--- config.mk ---
export PLATFORM = sky130hd
export DESIGN_NAME = cool_mapper
export DESIGN_NICKNAME = d
export VERILOG_FILES = /design/src/logic/cart_pkg.sv /design/src/logic/cool_mapper.sv /design/src/logic/bus_decode.sv /design/src/logic/scanline_irq.sv /design/src/logic/chr_map.sv /design/src/logic/prg_map.sv /design/src/logic/cart_regs.sv
export SDC_FILE = /design/constraint.sdc
export NUM_CORES = 1
export LEC_CHECK = 0
export BUFFER_PORTS_ARGS = -buffer_cell sky130_fd_sc_hd__buf_2
export CAP_MARGIN = 20
export CORE_ASPECT_RATIO = 1.25
export CORE_MARGIN = 8
export CORE_UTILIZATION = 52
export CTS_CLUSTER_DIAMETER = 80
export DETAILED_ROUTE_END_ITERATION = 7
export PLACE_DENSITY_LB_ADDON = 0.3
export SETUP_SLACK_MARGIN = 0.3
export SLEW_MARGIN = 25
export SYNTH_ARGS = -nofsm -noshare
export SYNTH_HDL_FRONTEND = slang
export SYNTH_SLANG_ARGS = --single-unit
export TNS_END_PERCENT = 10
--- constraint.sdc ---
create_clock -name m2 -period 3.5 [get_ports m2]
set_input_delay 0.175 -clock m2 [delete_from_list [all_inputs] [get_ports m2]]
set_output_delay 0.175 -clock m2 [all_outputs]
set_load 0.02 [all_outputs]
--- src/logic/cart_pkg.sv ---
package cart_pkg;

	// Widths of the banking fields
	localparam int PRG_BASE_W = 13; // Base covers A26-A14
	localparam int PRG_BANK_W = 6; // Mapped A18-A13
	localparam int CHR_BANK_W = 8; // Mapped A17-A10
	localparam int MASK_W = 5; // PRG mask A18-A14, CHR mask A17-A13

	// Inner mapper codes, as written to $5xx6
	typedef enum logic [4:0]
	{
		MAP_NROM = 5'd0, // Mapper #0
		MAP_UXROM = 5'd1, // Mapper #2
		MAP_CNROM = 5'd2, // Mapper #3
		MAP_AXROM = 5'd8, // Mapper #7
		MAP_MMC3 = 5'd20 // Mapper #4
	} mapper_e;

	// Outer register index from the low address bits of $5xxx
	typedef enum logic [2:0]
	{
		CFG_BASE_HI = 3'd0, // $5xx0, base A26-A22
		CFG_BASE_LO = 3'd1, // $5xx1, base A21-A14
		CFG_PRG_MASK = 3'd2, // $5xx2
		CFG_CHR_BANK = 3'd3, // $5xx3, also CNROM bank
		CFG_CHR_MASK = 3'd4, // $5xx4
		CFG_SRAM_PAGE = 3'd5, // $5xx5, page and PRG bank
		CFG_MAPPER = 3'd6, // $5xx6
		CFG_CONTROL = 3'd7 // $5xx7, lockout and enables
	} cfg_reg_e;

	// Nametable arrangement for CIRAM A10
	typedef enum logic [1:0]
	{
		MIR_VERTICAL = 2'd0, // A10 from PPU A10
		MIR_HORIZONTAL = 2'd1, // A10 from PPU A11
		MIR_SINGLE_A = 2'd2, // Always page 0
		MIR_SINGLE_B = 2'd3 // Always page 1
	} mirror_e;

endpackage
--- src/logic/cool_mapper.sv ---
module cool_mapper #(
	parameter int A12_FILTER = 3
) (
	input logic m2,
	input logic ppu_addr_in,
	input logic romsel,
	input logic cpu_rw,
	input logic [14:0] cpu_addr,
	input logic [7:0] cpu_data,
	input logic ppu_rd,
	input logic ppu_wr,
	input logic [13:0] ppu_addr,
	output logic [13:0] cpu_addr_out,
	output logic flash_we,
	output logic flash_oe,
	output logic sram_ce,
	output logic sram_we,
	output logic sram_oe,
	output logic [7:0] ppu_addr_out,
	output logic ppu_rd_out,
	output logic ppu_wr_out,
	output logic ppu_ciram_a10,
	output logic irq
);
	import cart_pkg::*;

	logic [PRG_BASE_W-1:0] cpu_base;
	logic [MASK_W-1:0] prg_mask;
	logic [MASK_W-1:0] chr_mask;
	logic [1:0] sram_page;
	logic sram_enabled;
	logic prg_write_enabled;
	logic chr_write_enabled;
	mirror_e mirroring;
	mapper_e mapper;
	logic [PRG_BANK_W-1:0] prg_bank;
	logic [CHR_BANK_W-1:0] chr_bank;
	logic [7:0] mmc3_bank [8]; // R0-R7
	logic mmc3_prg_mode;
	logic mmc3_chr_mode;
	logic [7:0] irq_latch;
	logic irq_reload_req;
	logic irq_enable;
	logic [PRG_BANK_W-1:0] prg_mapped;
	logic [CHR_BANK_W-1:0] chr_mapped;

	cart_regs cart_regs_i (
		.m2(m2), .ppu_addr_in(ppu_addr_in), .romsel(romsel), .cpu_rw(cpu_rw),
		.cpu_addr(cpu_addr), .cpu_data(cpu_data), .cpu_base(cpu_base), .prg_mask(prg_mask),
		.chr_mask(chr_mask), .sram_page(sram_page), .sram_enabled(sram_enabled),
		.prg_write_enabled(prg_write_enabled), .chr_write_enabled(chr_write_enabled),
		.mirroring(mirroring), .mapper(mapper), .prg_bank(prg_bank), .chr_bank(chr_bank),
		.mmc3_bank(mmc3_bank), .mmc3_prg_mode(mmc3_prg_mode), .mmc3_chr_mode(mmc3_chr_mode),
		.irq_latch(irq_latch), .irq_reload_req(irq_reload_req), .irq_enable(irq_enable)
	);

	prg_map prg_map_i (
		.cpu_addr(cpu_addr), .mapper(mapper), .prg_bank(prg_bank), .mmc3_bank(mmc3_bank),
		.mmc3_prg_mode(mmc3_prg_mode), .prg_mapped(prg_mapped)
	);

	chr_map chr_map_i (
		.ppu_addr(ppu_addr), .mapper(mapper), .chr_bank(chr_bank), .mmc3_bank(mmc3_bank),
		.mmc3_chr_mode(mmc3_chr_mode), .chr_mapped(chr_mapped)
	);

	scanline_irq #(.A12_FILTER(A12_FILTER)) scanline_irq_i (
		.m2(m2), .ppu_addr_in(ppu_addr_in), .ppu_a12(ppu_addr[12]), .irq_latch(irq_latch),
		.irq_reload_req(irq_reload_req), .irq_enable(irq_enable), .irq(irq)
	);

	bus_decode bus_decode_i (
		.romsel(romsel), .cpu_rw(cpu_rw), .cpu_addr(cpu_addr), .ppu_rd(ppu_rd), .ppu_wr(ppu_wr),
		.ppu_addr(ppu_addr), .prg_mapped(prg_mapped), .chr_mapped(chr_mapped),
		.cpu_base(cpu_base), .prg_mask(prg_mask), .chr_mask(chr_mask), .sram_page(sram_page),
		.sram_enabled(sram_enabled), .prg_write_enabled(prg_write_enabled),
		.chr_write_enabled(chr_write_enabled), .mirroring(mirroring),
		.cpu_addr_out(cpu_addr_out), .flash_we(flash_we), .flash_oe(flash_oe),
		.sram_ce(sram_ce), .sram_we(sram_we), .sram_oe(sram_oe), .ppu_addr_out(ppu_addr_out),
		.ppu_rd_out(ppu_rd_out), .ppu_wr_out(ppu_wr_out), .ppu_ciram_a10(ppu_ciram_a10)
	);

endmodule

--- src/logic/bus_decode.sv ---
module bus_decode (
	input logic romsel,
	input logic cpu_rw,
	input logic [14:0] cpu_addr,
	input logic ppu_rd,
	input logic ppu_wr,
	input logic [13:0] ppu_addr,
	input logic [cart_pkg::PRG_BANK_W-1:0] prg_mapped,
	input logic [cart_pkg::CHR_BANK_W-1:0] chr_mapped,
	input logic [cart_pkg::PRG_BASE_W-1:0] cpu_base,
	input logic [cart_pkg::MASK_W-1:0] prg_mask,
	input logic [cart_pkg::MASK_W-1:0] chr_mask,
	input logic [1:0] sram_page,
	input logic sram_enabled,
	input logic prg_write_enabled,
	input logic chr_write_enabled,
	input cart_pkg::mirror_e mirroring,
	output logic [cart_pkg::PRG_BASE_W:0] cpu_addr_out,
	output logic flash_we,
	output logic flash_oe,
	output logic sram_ce,
	output logic sram_we,
	output logic sram_oe,
	output logic [cart_pkg::CHR_BANK_W-1:0] ppu_addr_out,
	output logic ppu_rd_out,
	output logic ppu_wr_out,
	output logic ppu_ciram_a10
);
	import cart_pkg::*;

	logic [PRG_BASE_W-1:0] prg_high; // A26-A14 of a ROM access

	assign prg_high = cpu_base | {{(PRG_BASE_W-MASK_W){1'b0}}, prg_mapped[PRG_BANK_W-1:1] & ~prg_mask};
	assign cpu_addr_out = !romsel ? {prg_high, prg_mapped[0]} : {{(PRG_BASE_W-1){1'b0}}, sram_page};
	assign ppu_addr_out = {chr_mapped[CHR_BANK_W-1:3] & ~chr_mask, chr_mapped[2:0]}; // Mask A17-A13

	// All strobes active low
	assign flash_we = cpu_rw | romsel | ~prg_write_enabled;
	assign flash_oe = ~cpu_rw | romsel;
	assign sram_ce = ~(cpu_addr[14] & cpu_addr[13] & romsel & sram_enabled); // $6000-$7FFF
	assign sram_we = cpu_rw;
	assign sram_oe = ~cpu_rw;
	assign ppu_rd_out = ppu_rd | ppu_addr[13]; // Nametables stay on CIRAM
	assign ppu_wr_out = ppu_wr | ppu_addr[13] | ~chr_write_enabled;

	always_comb
	begin
		case (mirroring)
			MIR_VERTICAL: ppu_ciram_a10 = ppu_addr[10];
			MIR_HORIZONTAL: ppu_ciram_a10 = ppu_addr[11];
			MIR_SINGLE_A: ppu_ciram_a10 = 1'b0;
			default: ppu_ciram_a10 = 1'b1; // Single B
		endcase
	end

endmodule

--- src/logic/scanline_irq.sv ---
module scanline_irq #(
	parameter int A12_FILTER = 3
) (
	input logic m2,
	input logic ppu_addr_in,
	input logic ppu_a12,
	input logic [7:0] irq_latch,
	input logic irq_reload_req,
	input logic irq_enable,
	output logic irq
);
	localparam int LOW_W = $clog2(A12_FILTER + 2); // Holds 0..A12_FILTER

	logic [LOW_W-1:0] low_cnt; // Consecutive low samples, saturating
	logic a12_prev;
	logic reload_pend; // Reload waits for the next A12 event
	logic [7:0] counter;
	logic irq_flag;
	logic a12_event;
	logic reload_now;
	logic [7:0] counter_next;

	// Rising A12 after a long enough low period
	assign a12_event = ppu_a12 && !a12_prev && (low_cnt >= LOW_W'(A12_FILTER));
	assign reload_now = reload_pend || irq_reload_req; // Request arriving on the event edge counts
	assign counter_next = (reload_now || counter == 8'd0) ? irq_latch : counter - 8'd1;
	assign irq = irq_flag && irq_enable; // Drops with the disable write

	always_ff @(posedge m2 or posedge ppu_addr_in)
	begin
		if (ppu_addr_in)
		begin
			low_cnt <= '0;
			a12_prev <= 1'b0;
			reload_pend <= 1'b0;
			counter <= '0;
			irq_flag <= 1'b0;
		end
		else
		begin
			a12_prev <= ppu_a12;
			if (ppu_a12)
				low_cnt <= '0;
			else if (low_cnt < LOW_W'(A12_FILTER))
				low_cnt <= low_cnt + 1'b1;
			if (a12_event)
			begin
				counter <= counter_next;
				reload_pend <= 1'b0; // Consumed by this event
			end
			else if (irq_reload_req)
				reload_pend <= 1'b1;
			if (!irq_enable)
				irq_flag <= 1'b0; // Ack
			else if (a12_event && counter_next == 8'd0)
				irq_flag <= 1'b1;
		end
	end

endmodule

--- src/logic/chr_map.sv ---
module chr_map (
	input logic [13:0] ppu_addr,
	input cart_pkg::mapper_e mapper,
	input logic [cart_pkg::CHR_BANK_W-1:0] chr_bank,
	input logic [7:0] mmc3_bank [8],
	input logic mmc3_chr_mode,
	output logic [cart_pkg::CHR_BANK_W-1:0] chr_mapped
);
	import cart_pkg::*;

	always_comb
	begin
		if (mapper == MAP_MMC3)
		begin
			if (ppu_addr[12] == mmc3_chr_mode)
			begin
				// 2K half, low bit of R0/R1 dropped
				if (ppu_addr[11])
					chr_mapped = {mmc3_bank[1][CHR_BANK_W-1:1], ppu_addr[10]};
				else
					chr_mapped = {mmc3_bank[0][CHR_BANK_W-1:1], ppu_addr[10]};
			end
			else
			begin
				case (ppu_addr[11:10]) // 1K slots R2-R5
					2'd0: chr_mapped = mmc3_bank[2];
					2'd1: chr_mapped = mmc3_bank[3];
					2'd2: chr_mapped = mmc3_bank[4];
					default: chr_mapped = mmc3_bank[5];
				endcase
			end
		end
		else
		begin
			chr_mapped = {chr_bank[4:0], ppu_addr[12:10]}; // Plain 8K bank
		end
	end

endmodule

--- src/logic/prg_map.sv ---
module prg_map (
	input logic [14:0] cpu_addr,
	input cart_pkg::mapper_e mapper,
	input logic [cart_pkg::PRG_BANK_W-1:0] prg_bank,
	input logic [7:0] mmc3_bank [8],
	input logic mmc3_prg_mode,
	output logic [cart_pkg::PRG_BANK_W-1:0] prg_mapped
);
	import cart_pkg::*;

	localparam logic [PRG_BANK_W-1:0] LAST_8K = '1; // Bank at $E000
	localparam logic [PRG_BANK_W-1:0] SECOND_LAST_8K = {{(PRG_BANK_W-1){1'b1}}, 1'b0};

	always_comb
	begin
		case (mapper)
			MAP_AXROM:
				// 32K window, A14 and A13 pass through
				prg_mapped = {prg_bank[PRG_BANK_W-3:0], cpu_addr[14:13]};
			MAP_MMC3:
			begin
				case ({cpu_addr[14:13], mmc3_prg_mode})
					3'b000, 3'b101: prg_mapped = mmc3_bank[6][PRG_BANK_W-1:0]; // R6
					3'b001, 3'b100: prg_mapped = SECOND_LAST_8K; // Fixed slot swapped by mode
					3'b010, 3'b011: prg_mapped = mmc3_bank[7][PRG_BANK_W-1:0]; // R7 at $A000
					default: prg_mapped = LAST_8K; // $E000 never moves
				endcase
			end
			default:
			begin
				// NROM, UxROM and CNROM share the 16K layout
				if (cpu_addr[14])
					prg_mapped = {{(PRG_BANK_W-1){1'b1}}, cpu_addr[13]}; // Last 16K at $C000
				else
					prg_mapped = {prg_bank[PRG_BANK_W-2:0], cpu_addr[13]}; // Switchable at $8000
			end
		endcase
	end

endmodule

--- src/logic/cart_regs.sv ---
module cart_regs (
	input logic m2,
	input logic ppu_addr_in,
	input logic romsel,
	input logic cpu_rw,
	input logic [14:0] cpu_addr,
	input logic [7:0] cpu_data,
	output logic [cart_pkg::PRG_BASE_W-1:0] cpu_base,
	output logic [cart_pkg::MASK_W-1:0] prg_mask,
	output logic [cart_pkg::MASK_W-1:0] chr_mask,
	output logic [1:0] sram_page,
	output logic sram_enabled,
	output logic prg_write_enabled,
	output logic chr_write_enabled,
	output cart_pkg::mirror_e mirroring,
	output cart_pkg::mapper_e mapper,
	output logic [cart_pkg::PRG_BANK_W-1:0] prg_bank,
	output logic [cart_pkg::CHR_BANK_W-1:0] chr_bank,
	output logic [7:0] mmc3_bank [8],
	output logic mmc3_prg_mode,
	output logic mmc3_chr_mode,
	output logic [7:0] irq_latch,
	output logic irq_reload_req,
	output logic irq_enable
);
	import cart_pkg::*;

	// MMC3 register port, {A14, A13, A0}
	typedef enum logic [2:0]
	{
		MMC3_SELECT = 3'b000, // $8000 even
		MMC3_DATA = 3'b001, // $8001 odd
		MMC3_MIRROR = 3'b010, // $A000 even
		MMC3_PROTECT = 3'b011, // $A001 odd
		MMC3_LATCH = 3'b100, // $C000 even
		MMC3_RELOAD = 3'b101, // $C001 odd
		MMC3_DISABLE = 3'b110, // $E000 even
		MMC3_ENABLE = 3'b111 // $E001 odd
	} mmc3_cmd_e;

	logic lockout; // Freezes $5xxx until reset
	logic [2:0] mmc3_sel; // Target of the next bank data write
	logic cfg_write;
	logic rom_write;
	cfg_reg_e cfg_reg;
	mmc3_cmd_e mmc3_cmd;

	assign cfg_write = !cpu_rw && romsel && (cpu_addr[14:12] == 3'b101) && !lockout; // $5000-$5FFF
	assign rom_write = !cpu_rw && !romsel; // $8000-$FFFF
	assign cfg_reg = cfg_reg_e'(cpu_addr[2:0]);
	assign mmc3_cmd = mmc3_cmd_e'({cpu_addr[14:13], cpu_addr[0]});

	always_ff @(posedge m2 or posedge ppu_addr_in)
	begin
		if (ppu_addr_in)
		begin
			cpu_base <= '0;
			prg_mask <= '0;
			chr_mask <= '0;
			sram_page <= '0;
			sram_enabled <= 1'b0;
			prg_write_enabled <= 1'b0;
			chr_write_enabled <= 1'b0;
			mirroring <= MIR_VERTICAL;
			mapper <= MAP_NROM;
			lockout <= 1'b0;
			prg_bank <= '0;
			chr_bank <= '0;
			for (int i = 0; i < 8; i++)
				mmc3_bank[i] <= '0;
			mmc3_sel <= '0;
			mmc3_prg_mode <= 1'b0;
			mmc3_chr_mode <= 1'b0;
			irq_latch <= '0;
			irq_reload_req <= 1'b0;
			irq_enable <= 1'b0;
		end
		else
		begin
			irq_reload_req <= 1'b0; // Pulse lasts one cycle
			if (cfg_write)
			begin
				case (cfg_reg)
					CFG_BASE_HI: cpu_base[PRG_BASE_W-1:8] <= cpu_data[4:0]; // A26-A22
					CFG_BASE_LO: cpu_base[7:0] <= cpu_data; // A21-A14
					CFG_PRG_MASK: prg_mask <= cpu_data[MASK_W-1:0];
					CFG_CHR_BANK: chr_bank <= cpu_data;
					CFG_CHR_MASK: chr_mask <= cpu_data[MASK_W-1:0];
					CFG_SRAM_PAGE: {prg_bank, sram_page} <= cpu_data;
					CFG_MAPPER: mapper <= mapper_e'(cpu_data[4:0]); // Top bits ignored
					CFG_CONTROL:
					begin
						lockout <= cpu_data[7];
						mirroring <= mirror_e'(cpu_data[4:3]);
						prg_write_enabled <= cpu_data[2];
						chr_write_enabled <= cpu_data[1];
						sram_enabled <= cpu_data[0];
					end
					default: ;
				endcase
			end
			if (rom_write)
			begin
				case (mapper)
					MAP_UXROM: prg_bank <= cpu_data[PRG_BANK_W-1:0]; // 16K bank at $8000
					MAP_CNROM: chr_bank <= cpu_data; // 8K CHR bank
					MAP_AXROM:
					begin
						prg_bank <= {1'b0, cpu_data[4:0]}; // 32K bank
						mirroring <= cpu_data[4] ? MIR_SINGLE_B : MIR_SINGLE_A;
					end
					MAP_MMC3:
					begin
						case (mmc3_cmd)
							MMC3_SELECT:
							begin
								mmc3_sel <= cpu_data[2:0];
								mmc3_prg_mode <= cpu_data[6];
								mmc3_chr_mode <= cpu_data[7];
							end
							MMC3_DATA: mmc3_bank[mmc3_sel] <= cpu_data; // R0-R7
							MMC3_MIRROR: mirroring <= cpu_data[0] ? MIR_HORIZONTAL : MIR_VERTICAL;
							MMC3_PROTECT: ; // WRAM protect not kept
							MMC3_LATCH: irq_latch <= cpu_data;
							MMC3_RELOAD: irq_reload_req <= 1'b1;
							MMC3_DISABLE: irq_enable <= 1'b0; // Also acks the IRQ
							MMC3_ENABLE: irq_enable <= 1'b1;
							default: ;
						endcase
					end
					default: ; // NROM has no inner registers
				endcase
			end
		end
	end

endmodule

==> results of run 1 <==
==> area by class of cell <==
type	count	area [um2]	share of cell area [%]
clock inverter	11	223	2.92
multi-input combinational	367	3020	39.6
tap	164	205	2.69
timing repair buffer	63	355	4.66
inverter	9	37.5	0.492
clock buffer	21	460	6.03
sequential	133	3330	43.6
==> Yosys cell counts (4+ instances only) <==
library cell	count
clkbuf_1	24
nand4_1	6
nand2b_1	15
nand3_1	6
nor3_1	5
nand3b_1	5
a211oi_1	5
nand2_1	33
or3_1	4
inv_1	9
mux2i_1	12
buf_1	6
o311a_1	4
nor2_1	27
o221ai_1	4
mux2_2	115
o21ai_0	22
mux4_2	8
dfrtp_1	133
o211ai_1	5
a21oi_1	23
nor2b_1	13
o31ai_1	6
==> what timing repair did <==
| action | CTS | global route |
|---|---|---|
| buffers inserted | 0 | 0 |
| endpoints found under the setup margin | 0 | 0 |
| endpoints found under the hold margin | 13 | 0 |
| hold buffers | 2 | 0 |
==> state kept, by name (all words and copies together), names as in the netlist, 2 cells and up <==
signal,count
cart_regs_i.chr_bank,5
cart_regs_i.chr_mask,5
cart_regs_i.cpu_base,13
cart_regs_i.irq_latch,8
cart_regs_i.mapper,5
cart_regs_i.mirroring,2
cart_regs_i.mmc3_bank,58
cart_regs_i.mmc3_sel,3
cart_regs_i.prg_bank,5
cart_regs_i.prg_mask,5
cart_regs_i.sram_page,2
scanline_irq_i.counter,8
scanline_irq_i.low_cnt,3
==> worst register-to-register path: stages, from the launching register on <==
cell and delay [ps]:
dfrtp_1 410, nor2_1 220, nand4b_2 340, nor4_4 530, and3_1 530, mux2_2 400
==> kinds of logic (layout without fill, tap and decap cells) <==
family / Yosys count / count (layout) / synth area share, %
adders and majority gates: 3 / 3 / 0.575
DFF: 133 / 133 / 51.0
and+or+nand+nor: 144 / 144 / 12.8
xor gates and xnor gates: 2 / 2 / 0.268
buffers and inverters: 44 / 104 / 2.70
AOI/OAI and AO/OA: 83 / 83 / 8.20
muxes: 135 / 135 / 24.4
==> how the worst max path moves through the flow <==
stage,from,endpoint,cells after the start
2_1_floorplan,cart_regs_i.mapper[0],cpu_addr_out[3],7
3_5_place_dp,cart_regs_i.mapper[0],cart_regs_i.mmc3_bank[30],5
3_3_place_gp,cart_regs_i.mapper[0],cart_regs_i.mmc3_bank[28],5
4_1_cts,cart_regs_i.mapper[0],cpu_addr_out[2],7
6_report,cart_regs_i.mapper[0],cpu_addr_out[3],7
5_1_grt,cart_regs_i.mapper[0],cpu_addr_out[2],7
==> routing by layer <==
| metal | vias up | global-route usage [%] | part of all wire [%] |
|---|---|---|---|
| met5 | - | 0 | 0 |
| met1 | 2350 | 23.9 | 42 |
| li1 | 2083 | - | - |
| met2 | 119 | 32.2 | 51 |
| met4 | 0 | 8.62 | 2.8 |
| met3 | 33 | 3.91 | 4.1 |
==> power by group through the flow <==
stage	registers [mW]	logic, mW	clock network [mW]
floorplan	1.80	0.602	0
finish	1.83	0.786	2.02
CTS	1.83	0.790	2.06
detailed placement	1.85	0.779	0
global placement	1.84	0.744	0
global route	1.85	0.869	2.13
==> cells in the final DEF, fill, tap and decap left out, drive strengths merged, types with 12 or more instances in the layout <==
master  instances
nor2b          13
clkbuf         21
mux2          115
buf            61
mux2i          12
a21oi          23
nor2           27
nand2          33
nand2b         15
dfrtp         133
o21ai          22
==> per-stage QoR <==
stage	utilization, %	std cells	hold slack (ps)	cell area, um2
floorplan	-	544	206	6530
global placement	56.7	734	158	6930
detailed placement	56.7	734	170	6930
CTS	62.5	768	139	7630
global route	62.5	768	177	7630
finish	62.5	768	166	7630
==> impl_metrics.csv, run 1 <==
group,metric,value,unit
clocking,cts-root-buf,"clkbuf_16",
setup_path,r2r_slack,970,ps
detailed_routing,drc,0,
floorplanning,core_area,12200,um2
clocking,clk_pin_slew,60,ps
setup_path,crit_type,"flip-flop to output pin",
clocking,h-tree-depth,4,
setup_path,arrival,2540,ps
detailed_routing,vias,4585,
floorplanning,die_w,116,um
clocking,cts_buffer_depth,2,
job,max-cap-violations,0,
setup_path,crit_buf_inv,2,
final_layout,nNetsFinal,637,
setup_path,reg2reg_depth,5,
sta,tns,0,ps
synthesis,synth_top_area_share,51.0,%
synthesis,synth-edff-count,0,
synthesis,syn-cell-area,6530,um2
min_path,whs_path_depth,2,
setup_path,r2r_start,"cart_regs_i.mapper[0]",
pwr,p_leak,3.70,nW
min_path,holdPathEnd,"cart_regs_i.lockout",
setup_path,r2r_end,"cart_regs_i.mmc3_bank[30]",
synthesis,synth_top_area_cell,"dfrtp_1",
synthesis,ys_ff_latch,133,
pwr,power.switching_fraction,27.1,%
clocking,clock_latency,410,ps
floorplanning,dieArea,16400,um2
place,place_ws,954,ps
global_routing,grt_antenna_before_repair,0,
pwr,clkPwrFrac,43.6,%
setup_path,cp_max_fo,9,
sta,fin_crit,2720,ps
pwr,p_comb_share,16.9,%
floorplanning,initial_core_util,53.4,%
setup_path,cp-end-kind,"output pin",
detailed_routing,via_per_inst,5.97,
final_layout,antennaDiodeCount,0,
pwr,internal_power,3.38,mW
setup_path,path_cells,"nor2_1 -> and4b_1 -> buf_4 -> o221ai_1 -> o311a_1 -> o31ai_1 -> buf_2",
floorplanning,die_y,141,um
final_layout,area_growth,16.9,%
pwr,max-vdd-ir-drop,0.362,mV
synthesis,avgSynthCellArea,12.0,um2
clocking,cts_made_buffers,17,
min_path,hp-start,"cpu_addr[1]",
detailed_routing,first_iter_violations,271,
synthesis,yosysSeqAreaShare,51.0,%
global_routing,grt_pass1_wl,24500,um
synthesis,synthArstFlopShare,100,%
sta,fin_skew,6.26,ps
pwr,power_density,608,nW/um2
synthesis,synth_nets,590,
synthesis,synthCells,544,
setup_path,cp-start-kind,"flip-flop",
sta,fmax,368,MHz
place,place_congestion,0.809,
clocking,ctsResizeCount,0,
sta,setup_viol,0,
clocking,cts_sinks,133,
final_layout,drive_gt1_share,37.7,%
detailed_routing,ant_nets,0,
min_path,holdCritPathClass,"input pin to flip-flop",
global_routing,grt_max_degree,75,
detailed_routing,drt-pass1-iter-count,4,
sta,tightest_slew,863,ps
setup_path,critPathSlowestCell,"and4b_1",
synthesis,synth_cell_types,57,
global_routing,grt_pass1_vias,4711,
global_routing,grtUsageTotal,19.4,%
synthesis,yosys_warnings,0,
detailed_routing,post_drt_wl_per_cell,19.5,um
sta,fin_crit_sh,77.7,%
pwr,pwr-share-seq,39.5,%
setup_path,crit_required,3320,ps
detailed_routing,drt-total-wl,15000,um
place,hpwlAfterDp,10100,um
floorplanning,row_count,45,
place,portBuffers,54,
setup_path,crit_family,"simple AND/OR/NAND/NOR gates",
synthesis,synth_ff_type,"dfrtp_1",
synthesis,netlist_top_cells_area,"dfrtp_1, mux2_2, mux4_2",
sta,fin_ws,781,ps
status,status,"finished, final reports clean",
pwr,p_sw,1.26,mW
setup_path,max_stage_delay,530,ps
clocking,cts_tree,"yes",
final_layout,fillCellCount,961,
sta,drv_slew,0,
pwr,power,4.64,mW
global_routing,grt.overflow.total,0,
sta,hold_viol,0,
floorplanning,io_pins,74,
sta,slew_headroom,42.0,%
sta,rsz0062_at_grt,"no",
No activity file was read; power rests on OpenSTA's default activity.
==> run 2: changes to the inputs <==
ABC_AREA = 1   (was unset)
clock period = 2.39 ns   (was 3.5 ns; I/O delays follow)
==> impl_metrics.csv, run 2 <==
group,metric,value,unit
status,status,"finished, final reports clean",
final_layout,largest_registers,"cart_regs_i.mmc3_bank (58), cart_regs_i.cpu_base (13)",
synthesis,yosysMostFrequentCell,"nand2_1",
setup_path,path_cells,"nor2_2 -> nand4_1 -> buf_6 -> clkinvlp_4 -> buf_4 -> a21oi_1 -> a31oi_1 -> buf_2",
pwr,internal_power,4.27,mW
clocking,h-tree-depth,4,
setup_path,r2r_end,"cart_regs_i.mmc3_bank[33]",
sta,fin_crit,2110,ps
global_routing,grt_pass1_vias,5291,
sta,fin_crit_sh,88.1,%
synthesis,synth_cell_types,35,
floorplanning,io_pins,74,
pwr,p_leak,3.70,nW
floorplanning,dieArea,16100,um2
pwr,power.switching_fraction,27.9,%
floorplanning,core_area,12000,um2
clocking,cts_buffer_depth,2,
setup_path,crit_path_end,"ppu_addr_out[0]",
setup_path,reg2reg_depth,10,
global_routing,grt_max_degree,134,
final_layout,drive_gt1_share,14.3,%
min_path,holdCritPathClass,"input pin to flip-flop",
setup_path,crit_buf_inv,4,
detailed_routing,post_drt_wl_per_cell,15.3,um
sta,rsz0062_at_grt,"yes",
synthesis,yosysSeqAreaShare,52.3,%
floorplanning,die_y,140,um
setup_path,cp-start-kind,"flip-flop",
synthesis,synth_commonest_cells,"nand2_1, o21ai_0, dfrtp_1",
min_path,hp-start,"cpu_data[3]",
detailed_routing,via_per_inst,5.33,
synthesis,synth_ff_type,"dfrtp_1",
clocking,cts_tree,"yes",
pwr,power,5.93,mW
place,hpwlAfterDp,10600,um
setup_path,r2r_start,"cart_regs_i.mapper[1]",
pwr,p_comb_share,14.3,%
global_routing,grt.overflow.total,0,
setup_path,r2r_slack,360,ps
synthesis,yosys_warnings,0,
setup_path,cp-startpoint,"cart_regs_i.mapper[1]",
final_layout,layout_commonest_cell,"nand2_1",
sta,tightest_slew,788,ps
final_layout,final_util,62.7,%
job,max-cap-violations,0,
floorplanning,die_w,115,um
final_layout,antennaDiodeCount,0,
floorplanning,row_count,45,
clocking,clock_latency,420,ps
pwr,clkPwrFrac,44.9,%
synthesis,synthArstFlopShare,100,%
global_routing,grt_antenna_before_repair,0,
final_layout,nNetsFinal,916,
setup_path,crit_type,"flip-flop to output pin",
detailed_routing,drt-total-wl,16000,um
synthesis,synthCells,804,
sta,setup_viol,0,
pwr,max-vdd-ir-drop,0.427,mV
synthesis,synth_top_area_cell,"dfrtp_1",
detailed_routing,first_iter_violations,336,
final_layout,final_cell_area,7550,um2
synthesis,synth-edff-count,0,
final_layout,area_growth,18.6,%
setup_path,cp_max_fo,9,
sta,fin_skew,20.8,ps
setup_path,critPathSlowestCell,"dfrtp_1",
sta,tns,0,ps
pwr,power_density,785,nW/um2
floorplanning,initial_core_util,52.8,%
place,place_congestion,0.834,
synthesis,netlist_top_cells_area,"dfrtp_1, nand2_1, o21ai_0",
pwr,p_sw,1.66,mW
setup_path,arrival,1990,ps
setup_path,cp-end-kind,"output pin",
global_routing,grtUsageTotal,20.6,%
synthesis,ys_ff_latch,133,
global_routing,grt_pass1_wl,26200,um
synthesis,synth_nets,850,
setup_path,crit_family,"buffers and inverters",
sta,drv_slew,0,
setup_path,crit_required,2270,ps
synthesis,synth_top_area_share,52.3,%
setup_path,worst-path-stages,8,
final_layout,largest_reg_flops,58,
clocking,cts-root-buf,"clkbuf_16",
detailed_routing,vias,5582,
detailed_routing,drc,0,
place,placed_area,6820,um2
synthesis,avgSynthCellArea,7.92,um2
pwr,pwr-share-seq,40.8,%
clocking,cts_sinks,133,
detailed_routing,ant_nets,0,
place,portBuffers,54,
clocking,cts_made_buffers,17,
synthesis,syn-cell-area,6370,um2
final_layout,top_register,"cart_regs_i.mmc3_bank",
detailed_routing,drt-pass1-iter-count,5,
clocking,clk_pin_slew,60,ps
sta,fmax,475,MHz
sta,slew_headroom,47.4,%
sta,hold_viol,0,
final_layout,final_cell_mix,"nand2_1, o21ai_0, dfrtp_1",
setup_path,max_stage_delay,410,ps
-- run 2: cell types whose count changed after synthesis, sizes merged, moves of 8 or more --
cell / previous run / this run
mux2i: 12 / 0
o21ai: 22 / 138
mux4: 8 / 0
inv: 9 / 78
nand3: 9 / 30
nor2: 27 / 76
mux2: 115 / 1
nand2b: 15 / 0
nor2b: 13 / 0
nand4: 7 / 15
nand2: 33 / 234
-- run 2: cells by family (layout without fill, tap and decap cells) --
logic type                 count (synthesis)  after routing  synth area share [%]
muxes                                      1              1                 0.177
adders and majority gates                  3              3                 0.590
DFF                                      133            133                  52.3
AOI/OAI and AO/OA                        190            190                  15.9
buffers and inverters                    107            186                  6.60
and+or+nand+nor                          366            366                  23.9
xor gates and xnor gates                   4              4                 0.550
-- run 2: worst min path at each step --
stage / endpoint / slack, ps / cells past startpoint
5_1_grt: cart_regs_i.mirroring[0] / 30 / 3
3_3_place_gp: scanline_irq_i.a12_prev / 310 / 1
2_1_floorplan: scanline_irq_i.a12_prev / 150 / 0
3_5_place_dp: scanline_irq_i.a12_prev / 320 / 1
6_report: cart_regs_i.mirroring[0] / 10 / 3
4_1_cts: cart_regs_i.mirroring[0] / 7 / 3
-- run 2: final cells by class --
cell class                      instances  area [um2]
Multi-Input combinational cell        564        2650
Inverter                               80         308
Fill cell                            1073        4500
Tap cell                              164         205
Clock buffer                           17         425
Sequential cell                       133        3330
Clock inverter                         15         179
Timing Repair Buffer                   74         455
-- run 2: through the flow --
step | cells | setup WS, ps | hold slack [ps]
after floorplan | 804 | 481 | 151
after global placement | 1006 | 413 | 309
after detailed placement | 1006 | 321 | 315
after CTS | 1042 | 196 | 6.52
after global routing | 1047 | 197 | 27.4
final | 1047 | 285 | 11.1
-- run 2: repair_timing --
item / in CTS / in global routing
setup buffers: 1 / 5
gates resized for setup: 3 / 13
endpoints found under the setup margin: 14 / 66
cloned: 0 / 0
pin swaps: 0 / 1
hold endpoints to repair: 136 / 0
hold buffers: 3 / 0
-- run 2: per-layer routing --
metal	GRT usage (%)	up-vias	part of all wire (%)
met1	25.4	2641	43
met5	0	-	0
li1	-	2767	-
met2	34.2	146	50
met3	4.94	28	5.4
met4	7.49	0	1.9
-- run 2: power groups by stage --
stage | clock network (mW) | logic (mW) | registers, mW
final | 2.66 | 0.847 | 2.42
after global routing | 2.78 | 0.976 | 2.44
after CTS | 2.69 | 0.849 | 2.42
after detailed placement | 0 | 0.839 | 2.46
after global placement | 0 | 0.825 | 2.46
after floorplan | 0 | 0.638 | 2.44
-- run 2: worst min-delay path, cell delays in order --
cell	delay (ps)
buf_2	100
nor2_1	50
o21bai_1	130
==> run 3: changes to the inputs <==
CORE_UTILIZATION = 25   (was 52)
==> impl_metrics.csv, run 3 (synthesized netlist as in run 2, its figures left out) <==
group,metric,value,unit
final_layout,fillCellCount,2628,
clocking,h-tree-depth,4,
place,hpwlAfterDp,12700,um
clocking,cts-root-buf,"clkbuf_16",
pwr,max-vdd-ir-drop,0.385,mV
detailed_routing,drt-total-wl,18600,um
floorplanning,initial_core_util,25.3,%
global_routing,grt_pass1_wl,30100,um
sta,rsz0062_at_grt,"yes",
floorplanning,dieArea,30900,um2
job,max-cap-violations,0,
detailed_routing,drc,0,
place,dp_cells,1187,
clocking,cts_made_buffers,17,
clocking,clk_pin_slew,60,ps
global_routing,grt_antenna_before_repair,1,
sta,setup_viol,0,
sta,fmax,447,MHz
floorplanning,io_pins,74,
sta,hold_viol,0,
pwr,p_leak,3.89,nW
detailed_routing,vias,5625,
clocking,cts_sinks,133,
clocking,cts_tree,"yes",
final_layout,antennaDiodeCount,0,
sta,tightest_slew,931,ps
floorplanning,core_area,25100,um2
detailed_routing,first_iter_violations,298,
floorplanning,row_count,65,
status,status,"finished, final reports clean",
global_routing,grt.overflow.total,0,
setup_path,crit_required,2270,ps
detailed_routing,via_per_inst,4.55,
pwr,power_density,727,nW/um2
global_routing,grt_max_degree,43,
place,portBuffers,54,
setup_path,arrival,2120,ps
sta,fin_crit_sh,93.6,%
final_layout,drive_gt1_share,22.3,%
final_layout,nNetsFinal,933,
clocking,clock_latency,420,ps
final_layout,final_cell_mix,"nand2_1, dfrtp_1, o21ai_0",
sta,fin_skew,10.9,ps
setup_path,cp-end-kind,"output pin",
final_layout,largest_registers,"cart_regs_i.mmc3_bank (58), cart_regs_i.cpu_base (13)",
floorplanning,die_w,159,um
sta,tns,0,ps
sta,fin_crit,2240,ps
detailed_routing,drt-pass1-iter-count,5,
sta,slew_headroom,37.9,%
clocking,cts_buffer_depth,2,
detailed_routing,post_drt_wl_per_cell,15.1,um
sta,drv_slew,0,
global_routing,grtUsageTotal,12.2,%
final_layout,area_growth,31.0,%
final_layout,fin_cells,1235,
final_layout,layout_commonest_cell,"nand2_1",
detailed_routing,ant_nets,0,
final_layout,largest_reg_flops,58,
setup_path,cp-start-kind,"flip-flop",
min_path,holdCritPathClass,"input pin to flip-flop",
global_routing,grt_pass1_vias,5644,
place,place_congestion,0.831,
setup_path,crit_type,"flip-flop to output pin",
setup_path,cp_max_fo,6,
final_layout,top_register,"cart_regs_i.mmc3_bank",
floorplanning,die_y,194,um
## run 3: critical path: stages (launching register included)
cell and delay, ps:
dfrtp_1 390, nor2_2 130, nand4_1 250, buf_4 240
buf_6 130, a31o_2 200, inv_2 50, nand2_2 60
a21oi_2 140, buf_6 130
## run 3: area by class of cell
type	count	area (um2)	share of cell area (%)
Tap cell	335	419	5.02
Inverter	80	304	3.64
Multi-Input combinational cell	565	2940	35.2
Clock buffer	17	425	5.10
Sequential cell	133	3330	39.9
Timing Repair Buffer	90	731	8.76
Clock inverter	15	195	2.34
## run 3: per-layer routing
metal / track usage [%] / share of wire, % / up-vias
li1: - / - / 2800
met1: 14.5 / 44 / 2720
met2: 21.1 / 51 / 84
met3: 2.75 / 3.9 / 19
met4: 4.31 / 1.3 / 2
met5: 0 / 0.048 / -
## run 3: where the power goes
part / leakage [nW] / internal (mW) / switching, mW
combinational: 1.76 / 0.305 / 0.589
sequential: 1.83 / 2.34 / 0.0799
clock: 0.297 / 1.67 / 1.08
## run 3: worst paths after layout
kind | from | end | slack (ps) | depth (start not counted)
worst max-delay path | cart_regs_i.mapper[0] | cpu_addr_out[4] | 150 | 9
worst min-delay path | cpu_data[3] | cart_regs_i.mirroring[0] | 10 | 3
worst max register to register | cart_regs_i.mapper[0] | cart_regs_i.mmc3_bank[49] | 170 | 10
worst min register to register | scanline_irq_i.irq_flag | scanline_irq_i.irq_flag | 480 | 2
max in group asynchronous | ppu_addr_in | cart_regs_i.prg_mask[2] | 1390 | 4
min in group asynchronous | ppu_addr_in | scanline_irq_i.a12_prev | 330 | 3
## run 3: through the flow
step / total power [mW] / setup WS (ps) / hold slack (ps) / area, um2 / util [%]
finish: 6.07 / 153 / 12.2 / 8340 / 33.2
global route: 6.38 / -2.92 / 19.6 / 8340 / 33.2
CTS: 6.12 / 113 / 7.46 / 7890 / 31.4
detailed placement: 3.34 / 254 / 246 / 7140 / 28.4
global placement: 3.33 / 265 / 243 / 7140 / 28.4
floorplan: 3.08 / 481 / 151 / 6370 / -
## run 3: repair_timing
| action | in CTS | in global routing |
|---|---|---|
| buffers inserted | 7 | 4 |
| pin swaps | 3 | 50 |
| resized for setup | 14 | 150 |
| endpoints found under the hold margin | 25 | 0 |
| cloned | 0 | 1 |
| endpoints found under the setup margin | 31 | 86 |
| hold buffers | 4 | 0 |
